File: src/source/level_pkg.sv
package level_pkg;

	typedef enum logic [1:0] {
		LEVEL_1,
		LEVEL_2,
		LEVEL_3,
		LEVEL_4
	} level_e;

	typedef enum logic [1:0] {
		LV_START,	// announce level, load config
		LV_PLAY,	// wait for all birds down
		LV_CLEARED	// pause before next level
	} level_state_e;

	typedef struct packed {
		logic [1:0] tree_speed;
		logic [1:0] bird_speed;
		logic [2:0] trees;	// trees deployed over the level
		logic two_birds;	// 0: bird 0 only
		logic [6:0] time_bonus;	// seconds
	} level_cfg_t;

	// one entry per level_e, difficulty rising
	localparam level_cfg_t LEVEL_TABLE [0:3] = '{
		'{tree_speed: 2'd1, bird_speed: 2'd1, trees: 3'd2, two_birds: 1'b0,
			time_bonus: 7'd20},
		'{tree_speed: 2'd1, bird_speed: 2'd2, trees: 3'd3, two_birds: 1'b1,
			time_bonus: 7'd25},
		'{tree_speed: 2'd2, bird_speed: 2'd2, trees: 3'd5, two_birds: 1'b1,
			time_bonus: 7'd30},
		'{tree_speed: 2'd3, bird_speed: 2'd3, trees: 3'd7, two_birds: 1'b1,
			time_bonus: 7'd40}
	};

endpackage

File: src/source/game_types_pkg.sv
package game_types_pkg;

	localparam int NUM_SHOTS = 8;	// shot object slots
	localparam int NUM_TREES = 8;	// tree object slots

	localparam logic [1:0] MAX_LIVES = 2'd3;

	// one-cycle deploy strobes, one bit per slot
	typedef struct packed {
		logic [NUM_SHOTS-1:0] shot;
		logic [NUM_TREES-1:0] tree;
		logic [1:0] bird;
	} deploy_t;

	typedef struct packed {
		logic [1:0] tree_speed;
		logic [1:0] bird_speed;
	} speed_t;

	typedef struct packed {
		logic red;	// invincible after a hit
		logic active;	// low once game over
		logic [1:0] lives;
	} player_t;

endpackage

File: src/source/frame_timer.sv
`timescale 1ns/1ns

module frame_timer #(
	parameter int FRAME_CYCLES = 833_333
) (
	input logic clk,
	input logic resetN,
	output logic start_of_frame
);
	localparam int CNT_W = (FRAME_CYCLES > 2) ? $clog2(FRAME_CYCLES) : 1;

	logic [CNT_W-1:0] cycle_cnt;

	always_ff @(posedge clk or negedge resetN) begin
		if (!resetN) begin
			cycle_cnt <= '0;
			start_of_frame <= 1'b0;
		end else if (cycle_cnt == CNT_W'(FRAME_CYCLES - 1)) begin
			cycle_cnt <= '0;	// wrap, one pulse per frame
			start_of_frame <= 1'b1;
		end else begin
			cycle_cnt <= cycle_cnt + 1'b1;
			start_of_frame <= 1'b0;
		end
	end

	a_sof_single: assert property (@(posedge clk) disable iff (!resetN)
		start_of_frame |=> !start_of_frame);

endmodule

File: src/source/hit_detector.sv
`timescale 1ns/1ns

module hit_detector (
	input logic clk,
	input logic resetN,
	input logic start_of_frame,
	input logic collision,	// raw player/tree overlap
	output logic hit
);
	logic seen;	// sticky over the current frame

	// a frame runs from one pulse up to the cycle before the next one,
	// so a collision in the pulse cycle starts the new frame's flag
	always_ff @(posedge clk or negedge resetN) begin
		if (!resetN) begin
			seen <= 1'b0;
			hit <= 1'b0;
		end else if (start_of_frame) begin
			hit <= seen;	// report the frame just ended
			seen <= collision;
		end else begin
			hit <= 1'b0;
			seen <= seen | collision;
		end
	end

endmodule

File: src/source/level_fsm.sv
`timescale 1ns/1ns

module level_fsm
	import level_pkg::*, game_types_pkg::*;
#(
	parameter int LEVEL_PAUSE = 32
) (
	input logic clk,
	input logic resetN,
	input logic start_of_frame,
	input logic [1:0] birds_alive,
	input player_t player,
	output logic start_level,
	output level_cfg_t cfg,
	output speed_t speeds,
	output logic add_time,
	output logic [6:0] time_bonus
);
	localparam int PAUSE_W = (LEVEL_PAUSE > 1) ? $clog2(LEVEL_PAUSE + 1) : 1;

	level_state_e state;
	level_e level;
	logic [PAUSE_W-1:0] pause;	// frames left before next level

	always_ff @(posedge clk or negedge resetN) begin
		if (!resetN) begin
			state <= LV_START;
			level <= LEVEL_1;
			pause <= '0;
			start_level <= 1'b0;
			add_time <= 1'b0;
			time_bonus <= '0;
			cfg <= LEVEL_TABLE[LEVEL_1];
		end else begin
			start_level <= 1'b0;
			add_time <= 1'b0;
			time_bonus <= '0;
			if (start_of_frame) begin
				case (state)
					LV_START: begin
						start_level <= 1'b1;
						cfg <= LEVEL_TABLE[level];	// same cycle as start_level
						state <= LV_PLAY;
					end
					LV_PLAY: begin
						// game over freezes the level here
						if (birds_alive == 2'b00 && player.active) begin
							add_time <= 1'b1;
							time_bonus <= LEVEL_TABLE[level].time_bonus;
							pause <= PAUSE_W'(LEVEL_PAUSE);
							state <= LV_CLEARED;
						end
					end
					LV_CLEARED: begin
						if (pause <= 1) begin
							if (level != LEVEL_4)
								level <= level_e'(level + 2'd1);
							state <= LV_START;
						end else begin
							pause <= pause - 1'b1;
						end
					end
					default: state <= LV_START;
				endcase
			end
		end
	end

	assign speeds = '{tree_speed: cfg.tree_speed, bird_speed: cfg.bird_speed};

	a_no_start_and_bonus: assert property (@(posedge clk) disable iff (!resetN)
		!(start_level && add_time));

	a_level_saturates: assert property (@(posedge clk) disable iff (!resetN)
		level == LEVEL_4 |=> level == LEVEL_4);

endmodule

File: src/source/game_controller.sv
`timescale 1ns/1ns

module game_controller
	import level_pkg::*, game_types_pkg::*;
#(
	parameter int SHOT_COOLDOWN = 10,
	parameter int TREE_WAIT = 40,
	parameter int RED_FRAMES = 64
) (
	input logic clk,
	input logic resetN,
	input logic start_of_frame,
	input logic start_level,	// from level_fsm, cfg valid with it
	input logic hit,	// at most one per frame
	input logic shoot,
	input logic god_mode,
	input level_cfg_t cfg,
	output deploy_t deploy,
	output player_t player
);
	localparam int SHOT_W = $clog2(NUM_SHOTS);
	localparam int TREE_W = $clog2(NUM_TREES);
	localparam int CD_W = (SHOT_COOLDOWN > 1) ? $clog2(SHOT_COOLDOWN + 1) : 1;
	localparam int WAIT_W = (TREE_WAIT > 2) ? $clog2(TREE_WAIT) : 1;
	localparam int RED_W = (RED_FRAMES > 1) ? $clog2(RED_FRAMES + 1) : 1;

	logic [NUM_SHOTS-1:0] shot_strobe;
	logic [NUM_TREES-1:0] tree_strobe;
	logic [1:0] bird_strobe;

	logic [SHOT_W-1:0] shot_slot;	// next shot slot
	logic [CD_W-1:0] cooldown;	// frames until next shot allowed
	logic [TREE_W-1:0] tree_slot;	// next tree slot
	logic [WAIT_W-1:0] tree_frame;	// frames since last tree slot
	logic [2:0] trees_left;
	logic [RED_W-1:0] red_cnt;
	logic [1:0] lives;
	logic active;
	logic invincible;

	assign invincible = (red_cnt != '0) || god_mode;

	// shots, round robin with cooldown
	always_ff @(posedge clk or negedge resetN) begin
		if (!resetN) begin
			shot_strobe <= '0;
			shot_slot <= '0;
			cooldown <= '0;
		end else begin
			shot_strobe <= '0;
			if (start_of_frame) begin
				if (shoot && active && cooldown == '0) begin
					shot_strobe[shot_slot] <= 1'b1;
					shot_slot <= (shot_slot == SHOT_W'(NUM_SHOTS - 1)) ?
						'0 : shot_slot + 1'b1;
					cooldown <= CD_W'(SHOT_COOLDOWN);
				end else if (cooldown != '0) begin
					cooldown <= cooldown - 1'b1;
				end
			end
		end
	end

	// trees, one every TREE_WAIT frames while the level has some left
	always_ff @(posedge clk or negedge resetN) begin
		if (!resetN) begin
			tree_strobe <= '0;
			tree_slot <= '0;
			tree_frame <= '0;
			trees_left <= '0;
		end else begin
			tree_strobe <= '0;
			if (start_level) begin
				trees_left <= cfg.trees;
				tree_frame <= '0;	// restart spacing each level
			end else if (start_of_frame && active) begin
				if (tree_frame == WAIT_W'(TREE_WAIT - 1)) begin
					tree_frame <= '0;
					if (trees_left != '0) begin
						tree_strobe[tree_slot] <= 1'b1;
						tree_slot <= (tree_slot == TREE_W'(NUM_TREES - 1)) ?
							'0 : tree_slot + 1'b1;
						trees_left <= trees_left - 1'b1;
					end
				end else begin
					tree_frame <= tree_frame + 1'b1;
				end
			end
		end
	end

	// birds go out one cycle after the level start
	always_ff @(posedge clk or negedge resetN) begin
		if (!resetN)
			bird_strobe <= 2'b00;
		else if (start_level)
			bird_strobe <= {cfg.two_birds, 1'b1};	// bird 0 always
		else
			bird_strobe <= 2'b00;
	end

	// lives and invincibility window
	always_ff @(posedge clk or negedge resetN) begin
		if (!resetN) begin
			lives <= MAX_LIVES;
			active <= 1'b1;
			red_cnt <= '0;
		end else if (hit && active && !invincible) begin
			if (lives > 2'd1) begin
				lives <= lives - 2'd1;
				red_cnt <= RED_W'(RED_FRAMES);
			end else begin
				lives <= 2'd0;	// last life gone
				active <= 1'b0;
			end
		end else if (start_of_frame && red_cnt != '0) begin
			red_cnt <= red_cnt - 1'b1;
		end
	end

	assign deploy = '{shot: shot_strobe, tree: tree_strobe, bird: bird_strobe};
	assign player = '{red: (red_cnt != '0), active: active, lives: lives};

	a_one_shot: assert property (@(posedge clk) disable iff (!resetN)
		$onehot0(deploy.shot));

	a_one_tree: assert property (@(posedge clk) disable iff (!resetN)
		$onehot0(deploy.tree));

endmodule

File: src/source/game_top.sv
`timescale 1ns/1ns

module game_top
	import level_pkg::*, game_types_pkg::*;
#(
	parameter int FRAME_CYCLES = 833_333,	// 25 MHz at 30 frames/s
	parameter int SHOT_COOLDOWN = 10,
	parameter int TREE_WAIT = 40,
	parameter int RED_FRAMES = 64,
	parameter int LEVEL_PAUSE = 32
) (
	input logic clk,
	input logic resetN,
	input logic shoot,
	input logic god_mode,
	input logic collision,
	input logic [1:0] birds_alive,
	output deploy_t deploy,
	output speed_t speeds,
	output player_t player,
	output logic add_time,
	output logic [6:0] time_bonus
);
	logic start_of_frame;
	logic hit;
	logic start_level;
	level_cfg_t cfg;

	frame_timer #(
		.FRAME_CYCLES(FRAME_CYCLES)
	) i_frame_timer (
		.clk(clk),
		.resetN(resetN),
		.start_of_frame(start_of_frame)
	);

	hit_detector i_hit_detector (
		.clk(clk),
		.resetN(resetN),
		.start_of_frame(start_of_frame),
		.collision(collision),
		.hit(hit)
	);

	level_fsm #(
		.LEVEL_PAUSE(LEVEL_PAUSE)
	) i_level_fsm (
		.clk(clk),
		.resetN(resetN),
		.start_of_frame(start_of_frame),
		.birds_alive(birds_alive),
		.player(player),	// freezes play at game over
		.start_level(start_level),
		.cfg(cfg),
		.speeds(speeds),
		.add_time(add_time),
		.time_bonus(time_bonus)
	);

	game_controller #(
		.SHOT_COOLDOWN(SHOT_COOLDOWN),
		.TREE_WAIT(TREE_WAIT),
		.RED_FRAMES(RED_FRAMES)
	) i_game_controller (
		.clk(clk),
		.resetN(resetN),
		.start_of_frame(start_of_frame),
		.start_level(start_level),
		.hit(hit),
		.shoot(shoot),
		.god_mode(god_mode),
		.cfg(cfg),
		.deploy(deploy),
		.player(player)
	);

endmodule

File: config.mk
export PLATFORM = sky130hd
export DESIGN_NAME = game_top
export DESIGN_NICKNAME = d
export VERILOG_FILES = /design/src/source/level_pkg.sv /design/src/source/game_types_pkg.sv /design/src/source/frame_timer.sv /design/src/source/hit_detector.sv /design/src/source/level_fsm.sv /design/src/source/game_controller.sv /design/src/source/game_top.sv
export SDC_FILE = /design/constraint.sdc
export NUM_CORES = 1
export LEC_CHECK = 0
export BUFFER_PORTS_ARGS = -buffer_cell sky130_fd_sc_hd__buf_4
export CORE_ASPECT_RATIO = 2
export CORE_MARGIN = 2
export CORE_UTILIZATION = 55
export CTS_BUF_LIST = sky130_fd_sc_hd__clkbuf_16
export CTS_CLUSTER_DIAMETER = 60
export DETAILED_ROUTE_END_ITERATION = 16
export PLACE_DENSITY = 0.82
export SYNTH_ARGS = -nofsm -noshare
export SYNTH_HDL_FRONTEND = slang
export SYNTH_SLANG_ARGS = --single-unit
export TNS_END_PERCENT = 5
File: constraint.sdc
create_clock -name clk -period 3.9 [get_ports clk]
set_input_delay 0.78 -clock clk [delete_from_list [all_inputs] [get_ports clk]]
set_output_delay 0.78 -clock clk [all_outputs]
set_load 0.02 [all_outputs]
Word level (Yosys, flattened, before mapping)
Index checks and enable logic that the tools add are counted.
{"block": "totals", "ff_bits": 97, "inputBits": 7, "out_inout_bits": 34, "word_cells": 137}
{"block": "op_classes", "n_addsub": 10, "n_lt_le_gt_ge": 7, "eq_ne": 11, "mux": 47, "n_bitwise": 4, "reduce_logical": 33}
{"operator": "8-bit 2-to-1 mux", "count": 6}
{"operator": "7-bit 2-to-1 mux", "count": 6}
{"operator": "15-bit binary-select mux with 2-bit select", "count": 1}
{"operator": "15-bit 2-to-1 mux", "count": 2}
{"operator": "6-bit 2-to-1 mux", "count": 5}
{"operator": "20-bit by 1-bit adder with 20-bit output, second input constant", "count": 1}
{"operator": "20-bit == test, second input constant", "count": 1}
{"operator": "20-bit 2-to-1 mux", "count": 1}
{"operator": "3-bit 2-to-1 mux", "count": 6}
{"operator": "6-bit case mux with 2 select lines", "count": 1}
{"operator": "4-bit AND reduction", "count": 3}
{"operator": "2-bit nonzero test", "count": 6}
{"operator": "1-bit 2-to-1 mux", "count": 10}
{"operator": "2-bit AND reduction", "count": 5}
{"operator": "1-bit logical AND", "count": 9}
{"operator": "3-bit by 4-bit < comparator with 1-bit output, second input constant", "count": 2}
{"operator": "2-bit 2-to-1 mux", "count": 4}
{"operator": "4-bit 2-to-1 mux", "count": 2}
{"operator": "7-bit nonzero test", "count": 1}
{"operator": "7-bit by 1-bit subtractor with 7-bit output, second input constant", "count": 1}
{"operator": "3-bit by 1-bit adder with 3-bit output, second input constant", "count": 2}
{"operator": "6-bit by 1-bit adder with 6-bit output, second input constant", "count": 1}
{"operator": "1-bit demux with 3-bit select", "count": 2}
{"operator": "3-bit == test, second input constant", "count": 2}
{"operator": "other kinds (25)", "count": 32}

Depth between registers and ports, before layout
Gate-level depths: netlist (run 1).
{"block": "logic_depth", "ltp_word": 8, "mapped_depth": 7, "mapped_depth_nobuf": 7}

Modules after synthesis
Synthesis (run 1) repeated with hierarchy kept, for this count alone.
{"block": "hier_totals", "cells_unflattened": 437, "area_unflattened_um2": 4640.7}
{"module": "game_controller", "instances": 1, "cells_each": 202, "area_per_inst_um2": 2172.1, "seq_area_each_um2": 1179.9}
{"module": "level_fsm", "instances": 1, "cells_each": 131, "area_per_inst_um2": 1347.5, "seq_area_each_um2": 680.7}
{"module": "frame_timer", "instances": 1, "cells_each": 99, "area_per_inst_um2": 1052.3, "seq_area_each_um2": 525.5}
{"module": "hit_detector", "instances": 1, "cells_each": 5, "area_per_inst_um2": 68.8, "seq_area_each_um2": 50.0}

Worst setup path before layout (run 1)
Ideal clock, no wire load.
{"block": "synth_path", "path_kind": "flip-flop to output port", "start": "register i_game_controller.red_cnt[0]", "end": "output port player[3] (netlist bit)", "arrival_time_ps": 1368, "required_ps": 3120, "setup_slack_ps": 1752, "path_stages_with_launch": 6, "path_buffers": 0, "path_cell_list": "dfrtp_1 > inv_1 > ha_1 > or4b_4 > nor3_2 > inv_1"}
{"element": "from (decl)", "line_no": "game_controller.sv:36", "source": "logic [RED_W-1:0] red_cnt;"}
{"element": "from (signal assigned)", "line_no": "game_controller.sv:111", "source": "red_cnt <= RED_W'(RED_FRAMES);"}
{"element": "from (signal assigned)", "line_no": "game_controller.sv:117", "source": "red_cnt <= red_cnt - 1'b1;"}
{"element": "to (decl)", "line_no": "game_top.sv:20", "source": "output player_t player,"}

==> run_results.csv, run 1 <==
group,metric,value,unit
logic_synthesis,synthArstFlopShare,1.00,
sta,maxSlewViolCount,0,
route,routed_via_density,5.53,
setup_path,crit_path_start,"i_game_controller.red_cnt[0]",
logic_synthesis,yosys_warnings,0,
setup_path,endpoint,"player[3]",
cts,clock_insertion_delay_worst_skew,0.34,ns
sta,period_share,0.681,
cts,cts_post_setup_buffers_inserted,0,
logic_synthesis,netlist_instances,397,
layout,post_layout_nonfiller_instances,540,
sta,maxSlewHeadroom,0.434,
sta,fmax,0.376,GHz
route,drt_pre_antenna_iters,4,
cts,cts_buffer_depth,2,
logic_synthesis,synth_flop_cell,"sky130_fd_sc_hd__dfrtp_1",
cts,cts.htree.levels,3,
setup_path,endpoint_kind,"primary output",
layout,stdcell_area,5010,sq um
cts,cts_num_sinks,92,
setup_path,cp_common_cell,"sky130_fd_sc_hd__inv_1",
floorplanning,fp.dieH,130,microns
route,drt_wl_total,7.82,mm
flow_run,max_cap_viol_count,0,
floorplanning,floorplan.initialDensity,0.557,
floorplanning,i_o_pin_count,41,
layout,diode_count,0,
setup_path,cp.required,3.12,ns
setup_path,crit-reg2reg-launch,"i_frame_timer.start_of_frame",
cts,post_cts_hold_buffer_count,0,
route,dr_total_vias,2985,
cts,cts.repair.resized,0,
sta,rsz_0062_raised_after_global_routing,"false",
setup_path,critical_path.cell_chain,"inv_1 > ha_1 > or4b_4 > nor3_2 > inv_1 > buf_4",
power_and_ir_drop,static-leakage-power,0.00236,uW
sta,finalSetupViolCount,0,
global_route,first_pass_grt_wire_length,13.4,mm
logic_synthesis,synth_enable_flop_cells,0,
floorplanning,core-area,7830,sq um
setup_path,worst-path-max-fanout,5,
logic_synthesis,synthDominantCellAreaShare,0.500,
setup_path,slowest_stage,"sky130_fd_sc_hd__or4b_4",
floorplanning,design.die.area,8690,sq um
logic_synthesis,area_of_the_mapped_netlist,4360,sq um
sta,measured_slew_at_the_worst_slew_check_pin,0.842,ns
status,outcome,"finished, final reports clean",
setup_path,type_of_element_launching_the_critical_path,"register",
sta,min_period,2.66,ns
placement,post-dp-hpwl,5.39,mm
cts,cts.reportedPaths.clkPinSlew,0.06,ns
logic_synthesis,synth.ff_latch_count,92,
logic_synthesis,top_area_cells_in_the_synthesized_netlist,"sky130_fd_sc_hd__dfrtp_1 (50%), sky130_fd_sc_hd__ha_1 (6.6%), sky130_fd_sc_hd__nor2_1 (3.1%)",
floorplanning,die_w,66.9,microns
sta,skew,0.00521,ns
route,route.detailed.drc,0,
sta,final.setup.tns,0,ns
power_and_ir_drop,irDropWorstVdd,305,uV
setup_path,worstPathArrival,1.88,ns
sta,worst_hold_slack,0.391,ns
sta,report.final.hold_viol_count,0,
cts,clock_tree_from_tritoncts,"built",
setup_path,reg2reg_slack,1.70,ns
setup_path,ff2ff_path_depth,4,
global_route,grt_start_max_net_pins,39,
route,wl_per_cell,14.5,microns
layout,layout.nets,469,
global_route,first_global_vias,2932,
placement,numPlacedInstances,524,
layout,layout-drive-gt1-share,0.187,
setup_path,critical_path.max_stage_delay,0.53,ns
global_route,antenna_violations_before_repair,0,
logic_synthesis,synth_top_area_cell,"sky130_fd_sc_hd__dfrtp_1",
placement,numPortBuffers,39,
global_route,gr-usage-all-layers,0.203,
placement,gp_congestion,0.806,
floorplanning,std_cell_rows,46,
power_and_ir_drop,power_per_cell_area,352,nW/um^2
setup_path,criticalPathCategory,"register to primary output",
logic_synthesis,synth_cell_types,61,
logic_synthesis,synth-seq-area-share,0.530,
cts,cts_root_buffer,"sky130_fd_sc_hd__clkbuf_16",
global_route,global_route.overflow_total,0,
placement,place_area,4740,sq um
route,postRouteAntennaNets,0,
hold_path,worst_hold_path_type,"input port to asynchronous set/reset pin",
layout,flow.area_growth_from_synthesis,14.9,%
route,first_iter_violations,192,
logic_synthesis,syn_avg_cell_area,11.0,sq um
setup_path,r2r_end,"i_game_controller.tree_slot[1]",
logic_synthesis,mappedNetlistNets,427,
cts,cts_buffers,9,
-- how the worst min path moves through the flow --
stage | startpoint | end | slack [ns] | depth (start not counted)
2_1_floorplan | i_frame_timer.cycle_cnt[19] | i_frame_timer.cycle_cnt[19] | 0.45 | 1
3_3_place_gp | i_hit_detector.seen | i_hit_detector.seen | 0.46 | 1
3_5_place_dp | i_hit_detector.seen | i_hit_detector.seen | 0.46 | 1
4_1_cts | resetN | i_level_fsm.time_bonus[0] | 0.41 | 1
5_1_grt | resetN | i_level_fsm.time_bonus[0] | 0.43 | 1
6_report | resetN | i_level_fsm.time_bonus[0] | 0.39 | 1
-- cell usage after synthesis (6+ instances only) --
| library cell | instances |
|---|---|
| sky130_fd_sc_hd__a21oi_1 | 6 |
| sky130_fd_sc_hd__and2_1 | 9 |
| sky130_fd_sc_hd__dfrtp_1 | 87 |
| sky130_fd_sc_hd__ha_1 | 23 |
| sky130_fd_sc_hd__inv_1 | 24 |
| sky130_fd_sc_hd__mux2_2 | 8 |
| sky130_fd_sc_hd__nand2_1 | 35 |
| sky130_fd_sc_hd__nand2b_1 | 7 |
| sky130_fd_sc_hd__nand3_1 | 9 |
| sky130_fd_sc_hd__nand4_1 | 8 |
| sky130_fd_sc_hd__nor2_1 | 36 |
| sky130_fd_sc_hd__nor3_1 | 18 |
| sky130_fd_sc_hd__o21ai_0 | 17 |
| sky130_fd_sc_hd__xnor2_1 | 12 |
| sky130_fd_sc_hd__xor2_1 | 12 |
-- power breakdown --
| part | internal [uW] | switching [uW] | leakage (uW) |
|---|---|---|---|
| Clock | 428 | 357 | 0.000130 |
| Combinational | 5.41 | 20.3 | 0.00101 |
| Sequential | 954 | 0.00000000000000907 | 0.00122 |
-- registers in the layout (all words and copies together) (netlist names), 2 cells and up --
signal	count
i_game_controller.lives	2
i_game_controller.shot_strobe	8
i_level_fsm.level	2
i_game_controller.trees_left	3
i_game_controller.red_cnt	7
i_level_fsm.time_bonus	6
i_game_controller.cooldown	4
i_game_controller.tree_frame	6
i_game_controller.tree_strobe	8
i_level_fsm.cfg	4
i_game_controller.tree_slot	3
i_game_controller.shot_slot	3
i_level_fsm.pause	6
i_level_fsm.state	2
i_frame_timer.cycle_cnt	20
i_game_controller.bird_strobe	2
-- logic make-up (layout without fill, tap and decap cells) --
kind of cell,count (synthesis),after routing,synth area share
buffers and inverters,34,81,0.0316
multiplexers,12,12,0.0299
adder cells (fa/ha/maj),23,23,0.0660
flip-flops,92,92,0.530
AO/OA/AOI/OAI,50,50,0.0844
other,1,1,0.000861
AND/OR/NAND/NOR,161,161,0.209
XOR/XNOR,24,24,0.0482
-- placed cells by master, fill, tap and decap left out, types with 4 or more instances in the layout --
cell type and count:
sky130_fd_sc_hd__nor2_1 36, sky130_fd_sc_hd__or4_1 4, sky130_fd_sc_hd__dfstp_2 5, sky130_fd_sc_hd__buf_4 41, sky130_fd_sc_hd__o211ai_1 4, sky130_fd_sc_hd__nand2b_1 7
sky130_fd_sc_hd__xor2_1 12, sky130_fd_sc_hd__ha_1 23, sky130_fd_sc_hd__o21ai_0 17, sky130_fd_sc_hd__or3_1 4, sky130_fd_sc_hd__mux2_2 8, sky130_fd_sc_hd__nor4_1 5
sky130_fd_sc_hd__nand3_1 9, sky130_fd_sc_hd__xnor2_1 12, sky130_fd_sc_hd__nand4_1 8, sky130_fd_sc_hd__a21oi_1 6, sky130_fd_sc_hd__inv_1 25, sky130_fd_sc_hd__and2_1 9
sky130_fd_sc_hd__dfrtp_1 87, sky130_fd_sc_hd__mux2i_1 4, sky130_fd_sc_hd__clkbuf_16 9, sky130_fd_sc_hd__nand2_1 35, sky130_fd_sc_hd__nor3_1 18, sky130_fd_sc_hd__a21o_1 5
-- critical path, delay by kind of cell (launching register included) --
| kind | cells | cell delay [ns] |
|---|---|---|
| adder cells (fa/ha/maj) | 1 | 0.17 |
| buffers and inverters | 3 | 0.30 |
| flip-flops | 1 | 0.40 |
| AND/OR/NAND/NOR | 2 | 0.68 |
-- per-stage QoR --
stage / setup slack, ns / total power (uW) / util
finish: 1.24 / 1760 / 0.640
floorplan: 1.75 / 974 / -
CTS: 1.22 / 1790 / 0.640
global placement: 1.54 / 999 / 0.605
detailed placement: 1.48 / 999 / 0.605
global route: 1.13 / 1820 / 0.640
-- final cells by class --
cell class / instances / area, sq um
clock buffer: 9 / 225
sequential: 92 / 2310
multi-input combinational: 271 / 1910
fill: 611 / 2820
clock inverter: 7 / 45.0
timing repair buffer: 41 / 308
inverter: 24 / 90.1
tap: 96 / 120
-- layer usage --
metal	routed length, microns	share of wire	track usage
met2	3890	0.50	0.328
met3	287	0.037	0.0431
met1	3450	0.44	0.257
met4	194	0.025	0.0972
met5	0	0	0
Note: power is estimated with default switching activity, not from simulation.
==> run 2, diff against run 1 <==
Settings changed: CORE_UTILIZATION 55 to 53.
Clock period 3.9 ns to 2.2 ns, I/O delays scaled along.
==> run_results.csv, run 2 (synthesized netlist as in run 1, its figures left out) <==
group,metric,value,unit
status,outcome,"complete, but fails checks",
status,violations,"setup timing",
sta,min_period,2.23,ns
floorplanning,std_cell_rows,46,
setup_path,cp.required,1.76,ns
global_route,gr-usage-all-layers,0.220,
global_route,first_global_vias,3257,
layout,max_reg_flops,20,
placement,post-dp-hpwl,6.24,mm
placement,place_area,4820,sq um
sta,rsz_0062_raised_after_global_routing,"true",
sta,period_share,1.01,
setup_path,crit-reg2reg-launch,"i_game_controller.red_cnt[1]",
route,postRouteAntennaNets,0,
cts,clock_tree_from_tritoncts,"built",
cts,cts.reportedPaths.clkPinSlew,0.07,ns
sta,finalSetupViolCount,1,
sta,skew,0.00779,ns
sta,worst_slack_setup_final,-0.0320,ns
cts,cts.htree.levels,3,
layout,max_flop_register,"i_frame_timer.cycle_cnt",
sta,maxSlewViolCount,0,
floorplanning,design.die.area,9010,sq um
setup_path,endpoint_kind,"primary output",
layout,layout-drive-gt1-share,0.213,
sta,worst_hold_slack,0.0445,ns
route,route.detailed.drc,0,
setup_path,r2r_end,"i_game_controller.red_cnt[2]",
cts,cts_buffers,9,
route,wl_met3,353,microns
route,topRoutingLayerUsed,"met4",
route,first_iter_violations,198,
floorplanning,die_w,68.1,microns
hold_path,worst_hold_path_type,"input port to asynchronous set/reset pin",
power_and_ir_drop,power_per_cell_area,652,nW/um^2
cts,post_cts_hold_buffer_count,0,
placement,place_ws,0.204,ns
setup_path,ff2ff_path_depth,7,
cts,clock_insertion_delay_worst_skew,0.34,ns
floorplanning,floorplan.initialDensity,0.549,
layout,largestRegisters,"i_frame_timer.cycle_cnt (20), i_game_controller.shot_strobe (8), i_game_controller.tree_strobe (8)",
sta,measured_slew_at_the_worst_slew_check_pin,0.545,ns
sta,report.final.hold_viol_count,0,
route,wl_per_cell,16.0,microns
global_route,grt_start_max_net_pins,44,
setup_path,worstPathArrival,1.79,ns
route,routed_via_density,5.71,
placement,numPortBuffers,39,
layout,mostFrequentLayoutCells,"sky130_fd_sc_hd__dfrtp_1 (87), sky130_fd_sc_hd__buf_4 (51), sky130_fd_sc_hd__nor2_1 (36)",
setup_path,criticalPathCategory,"register to primary output",
layout,utilization_of_the_core_after_routing,0.652,
layout,most_common_cell_after_layout_fill_and_taps_aside,"sky130_fd_sc_hd__dfrtp_1",
setup_path,type_of_element_launching_the_critical_path,"register",
global_route,first_pass_grt_wire_length,15.1,mm
layout,flow.area_growth_from_synthesis,18.8,%
setup_path,worst-path-max-fanout,3,
power_and_ir_drop,static-leakage-power,0.00246,uW
layout,diode_count,0,
route,routedLengthMet1,3.29,mm
placement,gp_congestion,0.842,
floorplanning,core-area,7940,sq um
cts,cts_buffer_depth,2,
route,drt_pre_antenna_iters,4,
sta,maxSlewHeadroom,0.637,
route,routed-wl-met2,4.99,mm
flow_run,max_cap_viol_count,0,
global_route,antenna_violations_before_repair,0,
setup_path,reg2reg_slack,0.11,ns
route,drt_wl_total,8.82,mm
layout,layout.nets,481,
route,dr_total_vias,3151,
floorplanning,fp.dieH,132,microns
global_route,global_route.overflow_total,0,
cts,cts_root_buffer,"sky130_fd_sc_hd__clkbuf_16",
sta,fmax,0.448,GHz
floorplanning,i_o_pin_count,41,
power_and_ir_drop,irDropWorstVdd,418,uV
cts,cts_num_sinks,92,
layout,stdcell_area,5180,sq um
==> run 2: cell type report <==
type,count,area [sq um]
clock buffer,9,225
clock inverter,7,91.3
timing repair buffer,53,414
multi-input combinational,271,1930
tap,96,120
fill,611,2770
inverter,24,90.1
sequential,92,2310
==> run 2: what timing repair did <==
item / in CTS / in global routing
setup endpoints to repair: 1 / 6
resized for setup: 1 / 4
cloned: 0 / 0
setup buffers: 2 / 1
pin swaps: 0 / 1
==> run 2: worst max-delay path by stage <==
stage | to | from | cells after the start | slack (ns)
finish | player[3] | i_game_controller.red_cnt[1] | 6 | -0.03
global route | player[3] | i_game_controller.red_cnt[1] | 6 | -0.09
CTS | player[3] | i_game_controller.red_cnt[1] | 6 | -0.07
detailed placement | i_game_controller.red_cnt[2] | i_game_controller.red_cnt[0] | 6 | 0.20
global placement | i_game_controller.red_cnt[2] | i_game_controller.red_cnt[0] | 6 | 0.26
floorplan | i_game_controller.active | i_game_controller.red_cnt[0] | 7 | 0.27
==> run 2: worst max-delay path, stage by stage (launching register included) <==
cell                      delay, ns
sky130_fd_sc_hd__dfrtp_1       0.40
sky130_fd_sc_hd__inv_1         0.07
sky130_fd_sc_hd__ha_2          0.17
sky130_fd_sc_hd__or4b_4        0.48
sky130_fd_sc_hd__nor3_4        0.15
sky130_fd_sc_hd__inv_2         0.06
sky130_fd_sc_hd__buf_6         0.13
==> run 2: per-layer routing <==
metal	global-route usage	vias to the layer above
met5	0	-
met4	0.0922	0
met3	0.0504	22
met2	0.382	80
met1	0.247	1567
li1	-	1482
==> run 2: stage by stage <==
| stage | std cells | total power, uW | setup TNS, ns |
|---|---|---|---|
| 2_1_floorplan | 397 | 1730 | 0 |
| 3_3_place_gp | 533 | 1770 | 0 |
| 3_5_place_dp | 533 | 1770 | 0 |
| 4_1_cts | 551 | 3410 | -0.0725 |
| 5_1_grt | 552 | 3490 | -0.0940 |
| 6_report | 552 | 3380 | -0.0320 |
==> run 2: report_power, final <==
part | switching, uW | total, uW | leakage (uW) | internal [uW]
combinational | 36.6 | 48.7 | 0.00108 | 12.1
sequential | 0.0000000000000220 | 1690 | 0.00122 | 1690
clock | 646 | 1640 | 0.000155 | 991
